File: config.mk
export PLATFORM = sky130hd
export DESIGN_NAME = msx_core
export DESIGN_NICKNAME = d
export VERILOG_FILES = /design/src/rtl/msx_bus_pkg.sv /design/src/rtl/msx_cfg_pkg.sv /design/src/rtl/msx_hs_initiator.sv /design/src/rtl/msx_bus_ctrl.sv /design/src/rtl/msx_io_decode.sv /design/src/rtl/msx_ppi.sv /design/src/rtl/msx_slot_map.sv /design/src/rtl/msx_audio_mix.sv /design/src/rtl/msx_core.sv
export SDC_FILE = /design/constraint.sdc
export NUM_CORES = 1
export LEC_CHECK = 0
export BUFFER_PORTS_ARGS = -buffer_cell sky130_fd_sc_hd__buf_2
export CORE_MARGIN = 5
export CORE_UTILIZATION = 51
export CTS_BUF_LIST = sky130_fd_sc_hd__clkbuf_16
export DETAILED_ROUTE_END_ITERATION = 6
export HOLD_SLACK_MARGIN = 0.06
export PLACE_DENSITY = 0.75
export SYNTH_ARGS = -nofsm -noshare
export SYNTH_HDL_FRONTEND = slang
export SYNTH_SLANG_ARGS = --single-unit
File: constraint.sdc
create_clock -name clk21m -period 6.25 [get_ports clk21m]
set_input_delay 1.25 -clock clk21m [delete_from_list [all_inputs] [get_ports clk21m]]
set_output_delay 1.25 -clock clk21m [all_outputs]
set_load 0.02 [all_outputs]
File: src/rtl/msx_bus_pkg.sv
package msx_bus_pkg;

   // one cpu access as presented on the bus port
   typedef struct packed {
      logic [15:0] addr;
      logic [7:0]  wdata;
      logic        is_io;
      logic        is_write;
      logic        is_m1;
      logic        spare;
   } cpu_cycle_t;

   // access towards the external memory, already resolved to a slot
   typedef struct packed {
      logic [1:0]  slot;
      logic [1:0]  page;
      logic [13:0] offset;
      logic [7:0]  wdata;
      logic        write;
   } mem_req_t;

   // psg access, reg_sel is address bit 0
   typedef struct packed {
      logic       reg_sel;
      logic       write;
      logic [7:0] data;
   } psg_req_t;

   // a7..a3 of the i/o address
   localparam logic [4:0] PSG_PORT_HI  = 5'b10100;
   localparam logic [4:0] PPI_PORT_HI  = 5'b10101;

   // floating data bus reads back as all ones
   localparam logic [7:0] IO_IDLE_DATA = 8'hFF;

endpackage

File: src/rtl/msx_cfg_pkg.sv
package msx_cfg_pkg;

   typedef logic [1:0] slot_t;
   typedef logic [1:0] page_t;

   // four 16k pages in the cpu map
   localparam int PAGE_COUNT = 4;

   // audio path widths
   localparam int PSG_LEVEL_W = 10;
   localparam int CART_W      = 16;
   localparam int MIX_W       = 17;

   // clip levels of the output sample
   localparam logic [15:0] AUDIO_MAX = 16'h7FFF;
   localparam logic [15:0] AUDIO_MIN = 16'h8000;

   // key click and tape monitor levels, in psg units
   localparam int BEEP_WEIGHT = 32;
   localparam int CAS_WEIGHT  = 16;

endpackage

File: src/rtl/msx_hs_initiator.sv
`timescale 1ns/1ps

module msx_hs_initiator #(
   parameter type req_t = logic [7:0]
) (
   input  logic       clk21m,
   input  logic       exwait_n,
   input  logic       start_i,
   input  req_t       payload_i,
   input  logic [7:0] rdata_i,
   output logic       req_o,
   output req_t       payload_o,
   input  logic       ack_i,
   output logic       done_o,
   output logic [7:0] rdata_o
);

   typedef enum logic [1:0] {
      HS_IDLE,
      HS_REQ,
      HS_DROP
   } hs_state_t;

   hs_state_t state;

   always_ff @(posedge clk21m or negedge exwait_n) begin
      if (!exwait_n) begin
         state <= HS_IDLE;
         req_o <= 1'b0;
      end else begin
         case (state)
            HS_IDLE: begin
               if (start_i) begin
                  req_o <= 1'b1;
                  state <= HS_REQ;
               end
            end
            HS_REQ: begin
               // target has taken the cycle
               if (ack_i) begin
                  req_o <= 1'b0;
                  state <= HS_DROP;
               end
            end
            HS_DROP: begin
               if (!ack_i)
                  state <= HS_IDLE;
            end
            default: state <= HS_IDLE;
         endcase
      end
   end

   // payload held for the whole request, read data caught with ack
   always_ff @(posedge clk21m) begin
      if (state == HS_IDLE && start_i)
         payload_o <= payload_i;
      if (state == HS_REQ && ack_i)
         rdata_o <= rdata_i;
   end

   // finished once the target has released ack
   assign done_o = (state == HS_DROP) && !ack_i;

endmodule

File: src/rtl/msx_bus_ctrl.sv
`timescale 1ns/1ps

module msx_bus_ctrl (
   input  logic                    clk21m,
   input  logic                    exwait_n,
   input  logic                    cpu_req_i,
   input  msx_bus_pkg::cpu_cycle_t cpu_cycle_i,
   output logic                    cpu_ack_o,
   output logic [7:0]              cpu_rdata_o,
   output msx_bus_pkg::cpu_cycle_t cycle_o,
   output logic                    io_stb_o,
   input  logic [7:0]              io_rdata_i,
   output logic                    mem_start_o,
   output logic                    psg_start_o,
   input  logic                    done_i,
   input  logic [7:0]              ext_rdata_i
);
   import msx_bus_pkg::*;

   typedef enum logic [2:0] {
      ST_IDLE,
      ST_WAIT,
      ST_DISPATCH,
      ST_HOLD,
      ST_RELEASE
   } state_t;

   state_t state;
   logic   psg_cycle;

   // psg ports leave the core, every other port is answered here
   assign psg_cycle   = cycle_o.is_io && (cycle_o.addr[7:3] == PSG_PORT_HI);
   assign io_stb_o    = (state == ST_DISPATCH) && cycle_o.is_io && !psg_cycle;
   assign psg_start_o = (state == ST_DISPATCH) && psg_cycle;
   assign mem_start_o = (state == ST_DISPATCH) && !cycle_o.is_io;

   always_ff @(posedge clk21m or negedge exwait_n) begin
      if (!exwait_n) begin
         state     <= ST_IDLE;
         cpu_ack_o <= 1'b0;
      end else begin
         case (state)
            ST_IDLE: begin
               if (cpu_req_i) begin
                  // opcode fetch gets one extra cycle like the z80 wait circuit
                  if (cpu_cycle_i.is_m1 && !cpu_cycle_i.is_io)
                     state <= ST_WAIT;
                  else
                     state <= ST_DISPATCH;
               end
            end
            ST_WAIT: state <= ST_DISPATCH;
            ST_DISPATCH: begin
               if (io_stb_o) begin
                  cpu_ack_o <= 1'b1;
                  state     <= ST_RELEASE;
               end else begin
                  state <= ST_HOLD;
               end
            end
            ST_HOLD: begin
               if (done_i) begin
                  cpu_ack_o <= 1'b1;
                  state     <= ST_RELEASE;
               end
            end
            ST_RELEASE: begin
               if (!cpu_req_i) begin
                  cpu_ack_o <= 1'b0;
                  state     <= ST_IDLE;
               end
            end
            default: state <= ST_IDLE;
         endcase
      end
   end

   always_ff @(posedge clk21m) begin
      if (state == ST_IDLE && cpu_req_i)
         cycle_o <= cpu_cycle_i;
      if (io_stb_o)
         cpu_rdata_o <= io_rdata_i;
      else if (state == ST_HOLD && done_i)
         cpu_rdata_o <= ext_rdata_i;
   end

endmodule

File: src/rtl/msx_io_decode.sv
`timescale 1ns/1ps

module msx_io_decode (
   input  msx_bus_pkg::cpu_cycle_t cycle_i,
   input  logic                    io_stb_i,
   input  logic [7:0]              ppi_rdata_i,
   output logic                    ppi_wr_o,
   output logic [1:0]              ppi_sel_o,
   output logic                    psg_hit_o,
   output logic [7:0]              io_rdata_o
);
   import msx_bus_pkg::*;

   logic ppi_hit;

   // a8..af, the ppi mirrors on a1..a0
   assign ppi_hit   = cycle_i.is_io && (cycle_i.addr[7:3] == PPI_PORT_HI);
   // a0..a7
   assign psg_hit_o = cycle_i.is_io && (cycle_i.addr[7:3] == PSG_PORT_HI);

   assign ppi_sel_o = cycle_i.addr[1:0];
   assign ppi_wr_o  = io_stb_i && ppi_hit && cycle_i.is_write;

   // nothing else answers on the internal i/o bus
   assign io_rdata_o = ppi_hit ? ppi_rdata_i : IO_IDLE_DATA;

endmodule

File: src/rtl/msx_ppi.sv
`timescale 1ns/1ps

module msx_ppi (
   input  logic       clk21m,
   input  logic       exwait_n,
   input  logic [1:0] sel_i,
   input  logic       wr_i,
   input  logic [7:0] wdata_i,
   input  logic [7:0] kb_cols_i,
   output logic [7:0] rdata_o,
   output logic [7:0] slot_reg_o,
   output logic       map_valid_o,
   output logic [3:0] kb_row_o,
   output logic       cas_motor_o,
   output logic       keybeep_o
);
   import msx_bus_pkg::*;

   logic [7:0] port_c;

   always_ff @(posedge clk21m or negedge exwait_n) begin
      if (!exwait_n) begin
         slot_reg_o  <= '0;
         port_c      <= '0;
         map_valid_o <= 1'b0;
      end else if (wr_i) begin
         case (sel_i)
            2'd0: begin
               slot_reg_o  <= wdata_i;
               map_valid_o <= 1'b1;
            end
            2'd2: port_c <= wdata_i;
            2'd3: begin
               // bit set/reset only, mode words are dropped
               if (!wdata_i[7])
                  port_c[wdata_i[3:1]] <= wdata_i[0];
            end
            // port b is an input
            default: ;
         endcase
      end
   end

   always_comb begin
      case (sel_i)
         2'd0:    rdata_o = slot_reg_o;
         2'd1:    rdata_o = kb_cols_i;
         2'd2:    rdata_o = port_c;
         default: rdata_o = IO_IDLE_DATA;
      endcase
   end

   // port c: row select low nibble, motor bit 4, click bit 7
   assign kb_row_o    = port_c[3:0];
   assign cas_motor_o = port_c[4];
   assign keybeep_o   = port_c[7];

endmodule

File: src/rtl/msx_slot_map.sv
`timescale 1ns/1ps

module msx_slot_map (
   input  msx_bus_pkg::cpu_cycle_t cycle_i,
   input  logic [7:0]              slot_reg_i,
   input  logic                    map_valid_i,
   output msx_bus_pkg::mem_req_t   mem_req_o
);
   import msx_bus_pkg::*;
   import msx_cfg_pkg::*;

   page_t page;
   slot_t slot;

   assign page = cycle_i.addr[15:14];

   // slot 0 everywhere until the slot register has been written
   always_comb begin
      slot = '0;
      if (map_valid_i) begin
         for (int p = 0; p < PAGE_COUNT; p++) begin
            if (page == page_t'(p))
               slot = slot_reg_i[2*p +: 2];
         end
      end
   end

   assign mem_req_o = '{
      slot:   slot,
      page:   page,
      offset: cycle_i.addr[13:0],
      wdata:  cycle_i.wdata,
      write:  cycle_i.is_write
   };

endmodule

File: src/rtl/msx_audio_mix.sv
`timescale 1ns/1ps

module msx_audio_mix (
   input  logic                                    clk21m,
   input  logic                                    exwait_n,
   input  logic [msx_cfg_pkg::PSG_LEVEL_W-1:0]     psg_level_i,
   input  logic                                    keybeep_i,
   input  logic                                    cas_in_i,
   input  logic                                    cas_motor_i,
   input  logic signed [msx_cfg_pkg::CART_W-1:0]   cart_sound_i,
   output logic [15:0]                             audio_o
);
   import msx_cfg_pkg::*;

   logic [PSG_LEVEL_W:0]   base;
   logic [MIX_W-1:0]       mix;
   logic [15:0]            sample;

   // tape input is only heard while the motor bit is clear
   always_comb begin
      base = psg_level_i;
      if (keybeep_i)
         base = base + (PSG_LEVEL_W+1)'(BEEP_WEIGHT);
      if (cas_in_i && !cas_motor_i)
         base = base + (PSG_LEVEL_W+1)'(CAS_WEIGHT);
   end

   assign mix = {{(MIX_W - PSG_LEVEL_W - 5){1'b0}}, base, 4'b0000}
              + {{(MIX_W - CART_W){cart_sound_i[CART_W-1]}}, cart_sound_i};

   // top three bits equal means the doubled value still fits
   always_comb begin
      if (mix[MIX_W-1:MIX_W-3] == 3'b000 || mix[MIX_W-1:MIX_W-3] == 3'b111)
         sample = {mix[MIX_W-3:0], 1'b0};
      else if (mix[MIX_W-1])
         sample = AUDIO_MIN;
      else
         sample = AUDIO_MAX;
   end

   always_ff @(posedge clk21m or negedge exwait_n) begin
      if (!exwait_n)
         audio_o <= '0;
      else
         audio_o <= sample;
   end

endmodule

File: src/rtl/msx_core.sv
`timescale 1ns/1ps

module msx_core (
   input  logic                                    clk21m,
   input  logic                                    exwait_n,
   // cpu side
   input  logic                                    cpu_req_i,
   input  msx_bus_pkg::cpu_cycle_t                 cpu_cycle_i,
   output logic                                    cpu_ack_o,
   output logic [7:0]                              cpu_rdata_o,
   // external memory
   output logic                                    mem_req_o,
   output msx_bus_pkg::mem_req_t                   mem_req_data_o,
   input  logic                                    mem_ack_i,
   input  logic [7:0]                              mem_rdata_i,
   // external psg
   output logic                                    psg_req_o,
   output msx_bus_pkg::psg_req_t                   psg_req_data_o,
   input  logic                                    psg_ack_i,
   input  logic [7:0]                              psg_rdata_i,
   // keyboard, tape and sound
   input  logic [7:0]                              kb_cols_i,
   output logic [3:0]                              kb_row_o,
   input  logic                                    cas_in_i,
   output logic                                    cas_motor_o,
   input  logic [msx_cfg_pkg::PSG_LEVEL_W-1:0]     psg_level_i,
   input  logic signed [msx_cfg_pkg::CART_W-1:0]   cart_sound_i,
   output logic [15:0]                             audio_o
);
   import msx_bus_pkg::*;
   import msx_cfg_pkg::*;

   cpu_cycle_t              bus_cycle;
   mem_req_t                mem_payload;
   psg_req_t                psg_payload;
   logic                    io_stb;
   logic [7:0]              io_rdata;
   logic                    mem_start;
   logic                    psg_start;
   logic                    mem_done;
   logic                    psg_done;
   logic [7:0]              mem_rdata;
   logic [7:0]              psg_rdata;
   logic                    ext_done;
   logic [7:0]              ext_rdata;
   logic                    ppi_wr;
   logic [1:0]              ppi_sel;
   logic                    psg_hit;
   logic [7:0]              ppi_rdata;
   logic [2*PAGE_COUNT-1:0] slot_reg;
   logic                    map_valid;
   logic                    keybeep;

   // only one initiator is busy at a time
   assign ext_done  = mem_done | psg_done;
   assign ext_rdata = psg_hit ? psg_rdata : mem_rdata;

   assign psg_payload = '{
      reg_sel: bus_cycle.addr[0],
      write:   bus_cycle.is_write,
      data:    bus_cycle.wdata
   };

   msx_bus_ctrl u_bus_ctrl (
      .clk21m      (clk21m),
      .exwait_n    (exwait_n),
      .cpu_req_i   (cpu_req_i),
      .cpu_cycle_i (cpu_cycle_i),
      .cpu_ack_o   (cpu_ack_o),
      .cpu_rdata_o (cpu_rdata_o),
      .cycle_o     (bus_cycle),
      .io_stb_o    (io_stb),
      .io_rdata_i  (io_rdata),
      .mem_start_o (mem_start),
      .psg_start_o (psg_start),
      .done_i      (ext_done),
      .ext_rdata_i (ext_rdata)
   );

   msx_io_decode u_io_decode (
      .cycle_i     (bus_cycle),
      .io_stb_i    (io_stb),
      .ppi_rdata_i (ppi_rdata),
      .ppi_wr_o    (ppi_wr),
      .ppi_sel_o   (ppi_sel),
      .psg_hit_o   (psg_hit),
      .io_rdata_o  (io_rdata)
   );

   msx_ppi u_ppi (
      .clk21m      (clk21m),
      .exwait_n    (exwait_n),
      .sel_i       (ppi_sel),
      .wr_i        (ppi_wr),
      .wdata_i     (bus_cycle.wdata),
      .kb_cols_i   (kb_cols_i),
      .rdata_o     (ppi_rdata),
      .slot_reg_o  (slot_reg),
      .map_valid_o (map_valid),
      .kb_row_o    (kb_row_o),
      .cas_motor_o (cas_motor_o),
      .keybeep_o   (keybeep)
   );

   msx_slot_map u_slot_map (
      .cycle_i     (bus_cycle),
      .slot_reg_i  (slot_reg),
      .map_valid_i (map_valid),
      .mem_req_o   (mem_payload)
   );

   msx_hs_initiator #(.req_t(mem_req_t)) u_mem_hs (
      .clk21m    (clk21m),
      .exwait_n  (exwait_n),
      .start_i   (mem_start),
      .payload_i (mem_payload),
      .rdata_i   (mem_rdata_i),
      .req_o     (mem_req_o),
      .payload_o (mem_req_data_o),
      .ack_i     (mem_ack_i),
      .done_o    (mem_done),
      .rdata_o   (mem_rdata)
   );

   msx_hs_initiator #(.req_t(psg_req_t)) u_psg_hs (
      .clk21m    (clk21m),
      .exwait_n  (exwait_n),
      .start_i   (psg_start),
      .payload_i (psg_payload),
      .rdata_i   (psg_rdata_i),
      .req_o     (psg_req_o),
      .payload_o (psg_req_data_o),
      .ack_i     (psg_ack_i),
      .done_o    (psg_done),
      .rdata_o   (psg_rdata)
   );

   msx_audio_mix u_audio_mix (
      .clk21m       (clk21m),
      .exwait_n     (exwait_n),
      .psg_level_i  (psg_level_i),
      .keybeep_i    (keybeep),
      .cas_in_i     (cas_in_i),
      .cas_motor_i  (cas_motor_o),
      .cart_sound_i (cart_sound_i),
      .audio_o      (audio_o)
   );

endmodule

== Word-level counts from Yosys, hierarchy flattened ==
Cells that the tools add are included.

* Memories kept: 0
* Bits in latches: 0
* Bits in registers: 130
* ROM bits: 0
* RAM bits: 0
* Logic and storage cells: 146
* Output and inout port bits: 69
* Input port bits: 84

* Order comparisons: 2
* Bitwise gates (word level): 1
* $mul: 0
* Shifts and indexed selects: 0
* $add $sub $neg: 3
* Reductions and logical operators: 45
* Div/mod/pow operators: 0
* Equal/unequal tests: 28
* Muxes and demuxes: 42

{| class="wikitable"
|+ Operators by type and width
! kind !! count
|-
| 8-bit 2-to-1 mux || 5
|-
| 16-bit 2-to-1 mux || 2
|-
| 8-bit case mux with 3 select lines || 1
|-
| 11-bit 2-to-1 mux || 2
|-
| 2-bit 2-to-1 mux || 11
|-
| 1-bit logical AND || 19
|-
| 3-bit AND reduction || 6
|-
| 16-bit by 16-bit adder with 17-bit output || 1
|-
| 8-bit case mux with 2 select lines || 1
|-
| 3-bit case mux with 5 select lines || 1
|-
| 2-bit != test (second input constant) || 7
|-
| 2-bit == test (second input constant) || 6
|-
| 3-bit 2-to-1 mux || 4
|-
| 2-bit case mux with 3 select lines || 2
|-
| 10-bit by 6-bit adder with 11-bit output (second input constant) || 1
|-
| 11-bit by 5-bit adder with 11-bit output (second input constant) || 1
|-
| 5-bit == test (second input constant) || 2
|-
| 8-bit bitwise mux || 1
|-
| 2-bit by 1-bit == test with 1-bit output (second input constant) || 4
|-
| 2-bit logical NOT || 4
|-
| 1-bit 2-to-1 mux || 8
|-
| 2-bit by 1-bit != test with 1-bit output (second input constant) || 4
|-
| 2-bit nonzero test || 4
|-
| 3-bit by 2-bit == test with 1-bit output (second input constant) || 2
|-
| 14 further kinds || 22
|}

== Longest topological paths before layout ==
* Depth in word-level cells: 8
* Mapped depth: 15
* Gate-level depth less buffers: 14

== Cells and area by module ==
From an unflattened synthesis, not the netlist that was laid out.

* Cells, all modules: 478
* Area, all modules: 6,438.7 µm²

{| class="wikitable"
|+ Modules (own cells, without submodules)
! module !! cells an instance !! area an instance (µm²) !! times used !! seq. area each (µm²)
|-
| msx_bus_ctrl || 84 || 1,574.0 || 1 || 1,181.1
|-
| msx_audio_mix || 146 || 1,378.8 || 1 || 400.4
|-
| msx_hs_initiator at u_mem_hs || 50 || 1,194.9 || 1 || 1,126.1
|-
| msx_ppi || 111 || 1,107.3 || 1 || 425.4
|-
| msx_hs_initiator at u_psg_hs || 33 || 684.4 || 1 || 615.6
|-
| msx_slot_map || 29 || 252.7 || 1 || 0.0
|-
| msx_core || 10 || 137.6 || 1 || 0.0
|-
| msx_io_decode || 15 || 108.9 || 1 || 0.0
|}

== Least setup slack after synthesis ==
OpenSTA, ideal clock, no wires.

* Path type: input port to flip-flop
* Start point: input cpu_req_i
* End point: register u_bus_ctrl.cycle_o[10] (netlist name) (enable)
* Arrival time: 4.035 ns
* Path buffers: 0
* Slack: 1.728 ns
* Stages: 1
* Library setup time: 0.487 ns
* Required time: 5.763 ns
* Cells stage by stage: nor4b_1

* Longest elaborated chain between the ends: 1

{| class="wikitable"
|+ Ends and longest elaborated chain
! what !! line !! text
|-
| start, declared || msx_core.sv:7 || <nowiki>input logic cpu_req_i,</nowiki>
|-
| 1-bit logical AND || msx_bus_ctrl.sv:79 || <nowiki>if (state == ST_IDLE && cpu_req_i)</nowiki>
|-
| end signal, assigned || msx_bus_ctrl.sv:80 || <nowiki>cycle_o <= cpu_cycle_i;</nowiki>
|-
| end, declared || msx_bus_ctrl.sv:10 || <nowiki>output msx_bus_pkg::cpu_cycle_t cycle_o,</nowiki>
|}

No other way between the ends.
A chain may end at the register's enable or synchronous reset.

== Worst setup path after layout ==
* Start point: input psg_level_i[5] (netlist name)
* End point: register u_audio_mix.audio_o[1]

* Longest elaborated chain between the ends: 8
* Elaborated cells on any way between the ends: 10
* Classes of those cells: add/sub: 3; eq/ne: 1; mux: 4; reduce/logical: 2

{| class="wikitable"
|+ Ends and longest elaborated chain
! what !! line !! text
|-
| start, declared || msx_core.sv:26 || <nowiki>input logic [msx_cfg_pkg::PSG_LEVEL_W-1:0] psg_level_i,</nowiki>
|-
| 10-bit by 6-bit adder with 11-bit output || msx_audio_mix.sv:23 || <nowiki>base = base + (PSG_LEVEL_W+1)'(BEEP_WEIGHT);</nowiki>
|-
| 11-bit 2-to-1 mux * || msx_audio_mix.sv:22 || <nowiki>if (keybeep_i)</nowiki>
|-
| 11-bit by 5-bit adder with 11-bit output || msx_audio_mix.sv:25 || <nowiki>base = base + (PSG_LEVEL_W+1)'(CAS_WEIGHT);</nowiki>
|-
| 11-bit 2-to-1 mux * || msx_audio_mix.sv:24 || <nowiki>if (cas_in_i && !cas_motor_i)</nowiki>
|-
| 16-bit by 16-bit adder with 17-bit output * || msx_audio_mix.sv:29 || <nowiki>+ {{(MIX_W - CART_W){cart_sound_i[CART_W-1]}}, cart_sound_i};</nowiki>
|-
| 3-bit == test / 3-bit logical NOT (equally long branches) || msx_audio_mix.sv:33 || <nowiki>if (mix[MIX_W-1:MIX_W-3] == 3'b000 || mix[MIX_W-1:MIX_W-3] == 3'b111)</nowiki>
|-
| 1-bit logical OR || msx_audio_mix.sv:33 ||
|-
| 16-bit 2-to-1 mux * || msx_audio_mix.sv:33 ||
|-
| net u_audio_mix.sample[1] || msx_audio_mix.sv:17 || <nowiki>logic [15:0] sample;</nowiki>
|-
| end signal, assigned || msx_audio_mix.sv:45 || <nowiki>audio_o <= sample;</nowiki>
|-
| end, declared || msx_audio_mix.sv:11 || <nowiki>output logic [15:0] audio_o</nowiki>
|}

Mark *: on every way through the listed nets, which the timed path passes. The rest lies on a longest branch.

==> flow_summary.html <==
<table>
<tr><th>Metric</th><th>Value</th></tr>
<tr><th colspan="2">Run status</th></tr>
<tr><td>Status</td><td>complete, no violations</td></tr>
<tr><th colspan="2">GRT</th></tr>
<tr><td>Tot GR Track Use</td><td>19.5%</td></tr>
<tr><td>Remaining Overflow, GRT</td><td>0</td></tr>
<tr><td>Antenna violations before repair</td><td>0</td></tr>
<tr><td>Vias in the first global route</td><td>4,042</td></tr>
<tr><td>Global-route wire length before repair</td><td>19.8 mm</td></tr>
<tr><td>Maximum number of pins on one net before global-route repair</td><td>44</td></tr>
<tr><th colspan="2">Layout</th></tr>
<tr><td>Layout cell share with drive strength beyond 1</td><td>37.0%</td></tr>
<tr><td>Total area of multi-input combinational cells</td><td>1930 um2</td></tr>
<tr><td>Sequential Area</td><td>3690 um2</td></tr>
<tr><td>Signed area change from the synthesized netlist to the final layout</td><td>25.2%</td></tr>
<tr><td>Number of fill cells in the layout</td><td>849</td></tr>
<tr><td>Utilization of the core after routing</td><td>64.4%</td></tr>
<tr><td>Antenna diodes</td><td>0</td></tr>
<tr><td>Net total in the final layout</td><td>690</td></tr>
<tr><th colspan="2">Placed design</th></tr>
<tr><td>Post-DP HPWL</td><td>9.41 mm</td></tr>
<tr><td>Routability-driven placement congestion ratio</td><td>0.846</td></tr>
<tr><td>Port buffer count</td><td>151</td></tr>
<tr><th colspan="2">Power</th></tr>
<tr><td>Part of the power in registers</td><td>43.8%</td></tr>
<tr><td>Int Power</td><td>1.94 mW</td></tr>
<tr><td>Max IR drop VDD</td><td>0.000216 V</td></tr>
<tr><td>Switching part of the total</td><td>29.3%</td></tr>
<tr><td>Total power density per cell area</td><td>379 nW/um2</td></tr>
<tr><td>P_leak</td><td>3.12 nW</td></tr>
<tr><td>Total Power</td><td>2.75 mW</td></tr>
<tr><td>Switching power</td><td>0.806 mW</td></tr>
<tr><td>Part of the total power dissipated in combinational logic</td><td>20.3%</td></tr>
<tr><td>Clock group share of total power</td><td>35.8%</td></tr>
<tr><th colspan="2">Hold path</th></tr>
<tr><td>Hold/Removal Path Class</td><td>reg2reg</td></tr>
<tr><th colspan="2">Synth</th></tr>
<tr><td>Post-Syn Instances</td><td>436</td></tr>
<tr><td>Count of flip-flops with a built-in enable after synthesis</td><td>87</td></tr>
<tr><td>Main synth FF type</td><td>edfxtp_1</td></tr>
<tr><td>Total nets after synthesis</td><td>534</td></tr>
<tr><td>Synthesized area divided by synthesized cell count</td><td>13.3 um2</td></tr>
<tr><td>Synthesized-area fraction occupied by and/or/nand/nor cells</td><td>10.4%</td></tr>
<tr><td>Post-Synth XOR/XNOR Area</td><td>2.57%</td></tr>
<tr><td>YS warnings</td><td>0</td></tr>
<tr><td>Number of flip-flops and latches in the synthesized netlist</td><td>130</td></tr>
<tr><td>Area of the mapped netlist</td><td>5790 um2</td></tr>
<tr><td>Distinct cell type count after synthesis</td><td>64</td></tr>
<tr><td>Proportion of synthesized area in mux cells</td><td>5.44%</td></tr>
<tr><td>Async SR Flop Fraction</td><td>33.1%</td></tr>
<tr><td>Share of synthesized cell area in full adder, half adder and majority cells</td><td>3.15%</td></tr>
<tr><td>Dominant combinational cell family by area after synthesis</td><td>compound AO/OA/AOI/OAI gates</td></tr>
<tr><td>Compound-gate portion of the synthesized area</td><td>11.6%</td></tr>
<tr><td>Sequential share of the synthesized area</td><td>63.7%</td></tr>
<tr><th colspan="2">CTS</th></tr>
<tr><td>Clock tree from TritonCTS</td><td>done</td></tr>
<tr><td>Hold bufs inserted after CTS</td><td>0</td></tr>
<tr><td>Number of buffers on the longest clock path</td><td>2</td></tr>
<tr><td>Clock transition at the registers of the reported paths</td><td>60 ps</td></tr>
<tr><td>Num CTS Buffers</td><td>17</td></tr>
<tr><td>Number of buffers inserted by post-CTS setup repair</td><td>0</td></tr>
<tr><td>Source-to-sink clock delay at the later pin of the worst-skew pair</td><td>420 ps</td></tr>
<tr><td>Clock sinks</td><td>130</td></tr>
<tr><td>CTS Root Cell</td><td>clkbuf_16</td></tr>
<tr><td>Post-CTS Resized</td><td>0</td></tr>
<tr><td>Htree depth</td><td>4</td></tr>
<tr><th colspan="2">STA</th></tr>
<tr><td>Period Utilization, post-route</td><td>67.5%</td></tr>
<tr><td>Number of endpoints with negative hold slack in the final report</td><td>0</td></tr>
<tr><td># setup viols final</td><td>0</td></tr>
<tr><td>Unrepaired setup endpoints after global routing</td><td>false</td></tr>
<tr><td>Final setup TNS</td><td>0 ps</td></tr>
<tr><td>Final number of max-transition violations</td><td>0</td></tr>
<tr><td>Relative slew margins</td><td>26.1%</td></tr>
<tr><td>Worst Skew</td><td>13.6 ps</td></tr>
<tr><td>Slew at the pin closest to its max-slew limit</td><td>1110 ps</td></tr>
<tr><td>Fmax achieved</td><td>237 MHz</td></tr>
<tr><td>Clock period minus worst slack</td><td>4220 ps</td></tr>
<tr><th colspan="2">Floorplan</th></tr>
<tr><td>Die area</td><td>13,600 um2</td></tr>
<tr><td>Core area</td><td>11,300 um2</td></tr>
<tr><td>Row count</td><td>39</td></tr>
<tr><td>Vertical die dimension</td><td>117 um</td></tr>
<tr><td>Initial core utilization</td><td>51.4%</td></tr>
<tr><td>Top-level I/O count</td><td>153</td></tr>
<tr><td>Width of the die</td><td>117 um</td></tr>
<tr><th colspan="2">Setup path</th></tr>
<tr><td>CP Capture Type</td><td>flip-flop</td></tr>
<tr><td>Worst Setup Path Type</td><td>in2reg</td></tr>
<tr><td>Worst setup slack for register-to-register paths</td><td>2710 ps</td></tr>
<tr><td>Startpoint kind of the worst setup timing path</td><td>primary input</td></tr>
<tr><td>Worst EP arrival</td><td>4470 ps</td></tr>
<tr><td>Worst-path fanout max</td><td>15</td></tr>
<tr><td>Required arrival time at the worst endpoint</td><td>6500 ps</td></tr>
<tr><th colspan="2">Drt</th></tr>
<tr><td>ANT nets after route</td><td>0</td></tr>
<tr><td>Count of unresolved DRC violations after routing</td><td>0</td></tr>
<tr><td>Vias per cell</td><td>5.30</td></tr>
<tr><td>Number of detailed-routing iterations run before antenna repair</td><td>5</td></tr>
<tr><td>Wire length per cell</td><td>17.0 um</td></tr>
<tr><td>Violation count after the first detailed-routing iteration</td><td>202</td></tr>
<tr><td>Overall via count from detail_route</td><td>3,966</td></tr>
<tr><td>Overall routed net length</td><td>12.7 mm</td></tr>
<tr><th colspan="2">Run</th></tr>
<tr><td>Max_cap viols</td><td>0</td></tr>
</table>
==> cells by family (layout without fill, tap and decap cells) <==
kind of cell	after synthesis	after routing
mux	26	26
simple gates	112	112
flops	130	130
compound gates	101	101
fa+ha+maj	14	14
buf+inv	36	205
xor+xnor	17	17
==> metrics by stage <==
stage	area (um2)	setup WS [ps]	std cells	hold slack (ps)
3_5_place_dp	6650	1660	716	405
6_report	7260	2030	748	410
4_1_cts	7260	2080	748	415
5_1_grt	7260	1770	748	422
2_1_floorplan	5790	1730	436	400
3_3_place_gp	6650	1760	716	400
==> power groups by stage <==
stage / sequential [mW] / combinational, mW / clock, mW
3_3_place_gp: 1.21 / 0.547 / 0
5_1_grt: 1.22 / 0.613 / 1.05
2_1_floorplan: 1.29 / 0.293 / 0
6_report: 1.21 / 0.559 / 0.985
3_5_place_dp: 1.22 / 0.564 / 0
4_1_cts: 1.21 / 0.567 / 1.01
==> Yosys cell counts, drive strengths merged (2+ instances only) <==
library cell  number  area share (%)
edfxtp            87              45
dfrtp             43              19
nand2             42             2.7
a21oi             33             3.1
o21ai             33             2.9
inv               19             1.2
nor2              16             1.0
mux2              15             3.1
ha                13             2.8
o22ai             12             2.2
xor2              12             1.8
buf               10             1.5
nand2b            10             1.1
mux2i              9             1.6
nand3              9            0.86
nor3               9            0.78
clkbuf             7            0.45
xnor2              5            0.76
a21o               4            0.52
and2               4            0.48
a31o               3            0.45
nor4               3            0.58
o21bai             3            0.39
and4bb             2            0.43
mux4               2            0.78
nand3b             2            0.26
nand4              2            0.22
nor2b              2            0.26
nor4b              2            0.41
o32ai              2            0.30
or2                2            0.22
or4                2            0.26
==> path summary, 6_finish.rpt <==
path	startpoint	to	cells past startpoint
max in group asynchronous	exwait_n	u_ppi.map_valid_o$_DFFE_PN0P_	1
worst max register to register	u_ppi.port_c[7]$_DFFE_PN0P_	u_audio_mix.audio_o[1]$_DFF_PN0_	10
worst min-delay path	u_bus_ctrl.cycle_o[25]$_DFFE_PP_	u_mem_hs.payload_o[22]$_DFFE_PP_	0
worst min register to register	u_bus_ctrl.cycle_o[25]$_DFFE_PP_	u_mem_hs.payload_o[22]$_DFFE_PP_	0
min in group asynchronous	exwait_n	u_psg_hs.state[1]$_DFFE_PN0P_	1
worst max-delay path	psg_level_i[5]	u_audio_mix.audio_o[1]$_DFF_PN0_	12
==> registers in the layout (all words and copies together) (netlist names), 2 cells and up <==
| register | count |
|---|---|
| u_mem_hs.payload_o | 27 |
| u_bus_ctrl.cycle_o | 26 |
| u_audio_mix.audio_o | 16 |
| u_psg_hs.payload_o | 10 |
| u_bus_ctrl.cpu_rdata_o | 8 |
| u_mem_hs.rdata_o | 8 |
| u_ppi.port_c | 8 |
| u_ppi.slot_reg_o | 8 |
| u_psg_hs.rdata_o | 8 |
| u_bus_ctrl.state | 3 |
| u_mem_hs.state | 2 |
| u_psg_hs.state | 2 |
==> placed cells by master (no fill, tap or decap), types with 4 or more instances in the layout <==
master / count
buf_2: 151
edfxtp_1: 87
dfrtp_1: 43
nand2_1: 42
a21oi_1: 31
o21ai_0: 29
inv_1: 21
clkbuf_16: 19
nor2_1: 16
ha_1: 13
xor2_1: 12
mux2_2: 11
nand2b_1: 10
mux2i_1: 9
nor3_1: 9
nand3_1: 8
o22ai_2: 8
xnor2_1: 5
a21o_1: 4
o22ai_1: 4
==> worst max-delay path, stage by stage <==
cell and delay, ps:
buf_2 130, ha_1 300, mux2i_1 210, and4b_1 250, xnor2_1 200, ha_1 310, a21o_1 210, a21o_1 180
a21oi_2 270, nor4b_2 300, a311o_1 690, o21ai_0 160
==> final cells by class <==
cell class / count / area share (%)
inverter: 19 / 0.983
timing repair buffer: 154 / 10.7
sequential: 130 / 50.8
clock buffer: 19 / 6.55
clock inverter: 13 / 1.81
tap: 143 / 2.47
multi-input combinational: 270 / 26.6
==> metal layers <==
metal | track usage (%) | up-vias | share of wire (%)
li1 | - | 1930 | -
met1 | 23.4 | 1881 | 39
met2 | 33.4 | 136 | 51
met3 | 6.37 | 19 | 8.2
met4 | 6.50 | 0 | 1.6
met5 | 0 | - | 0
No activity file was read; power rests on OpenSTA's default activity.
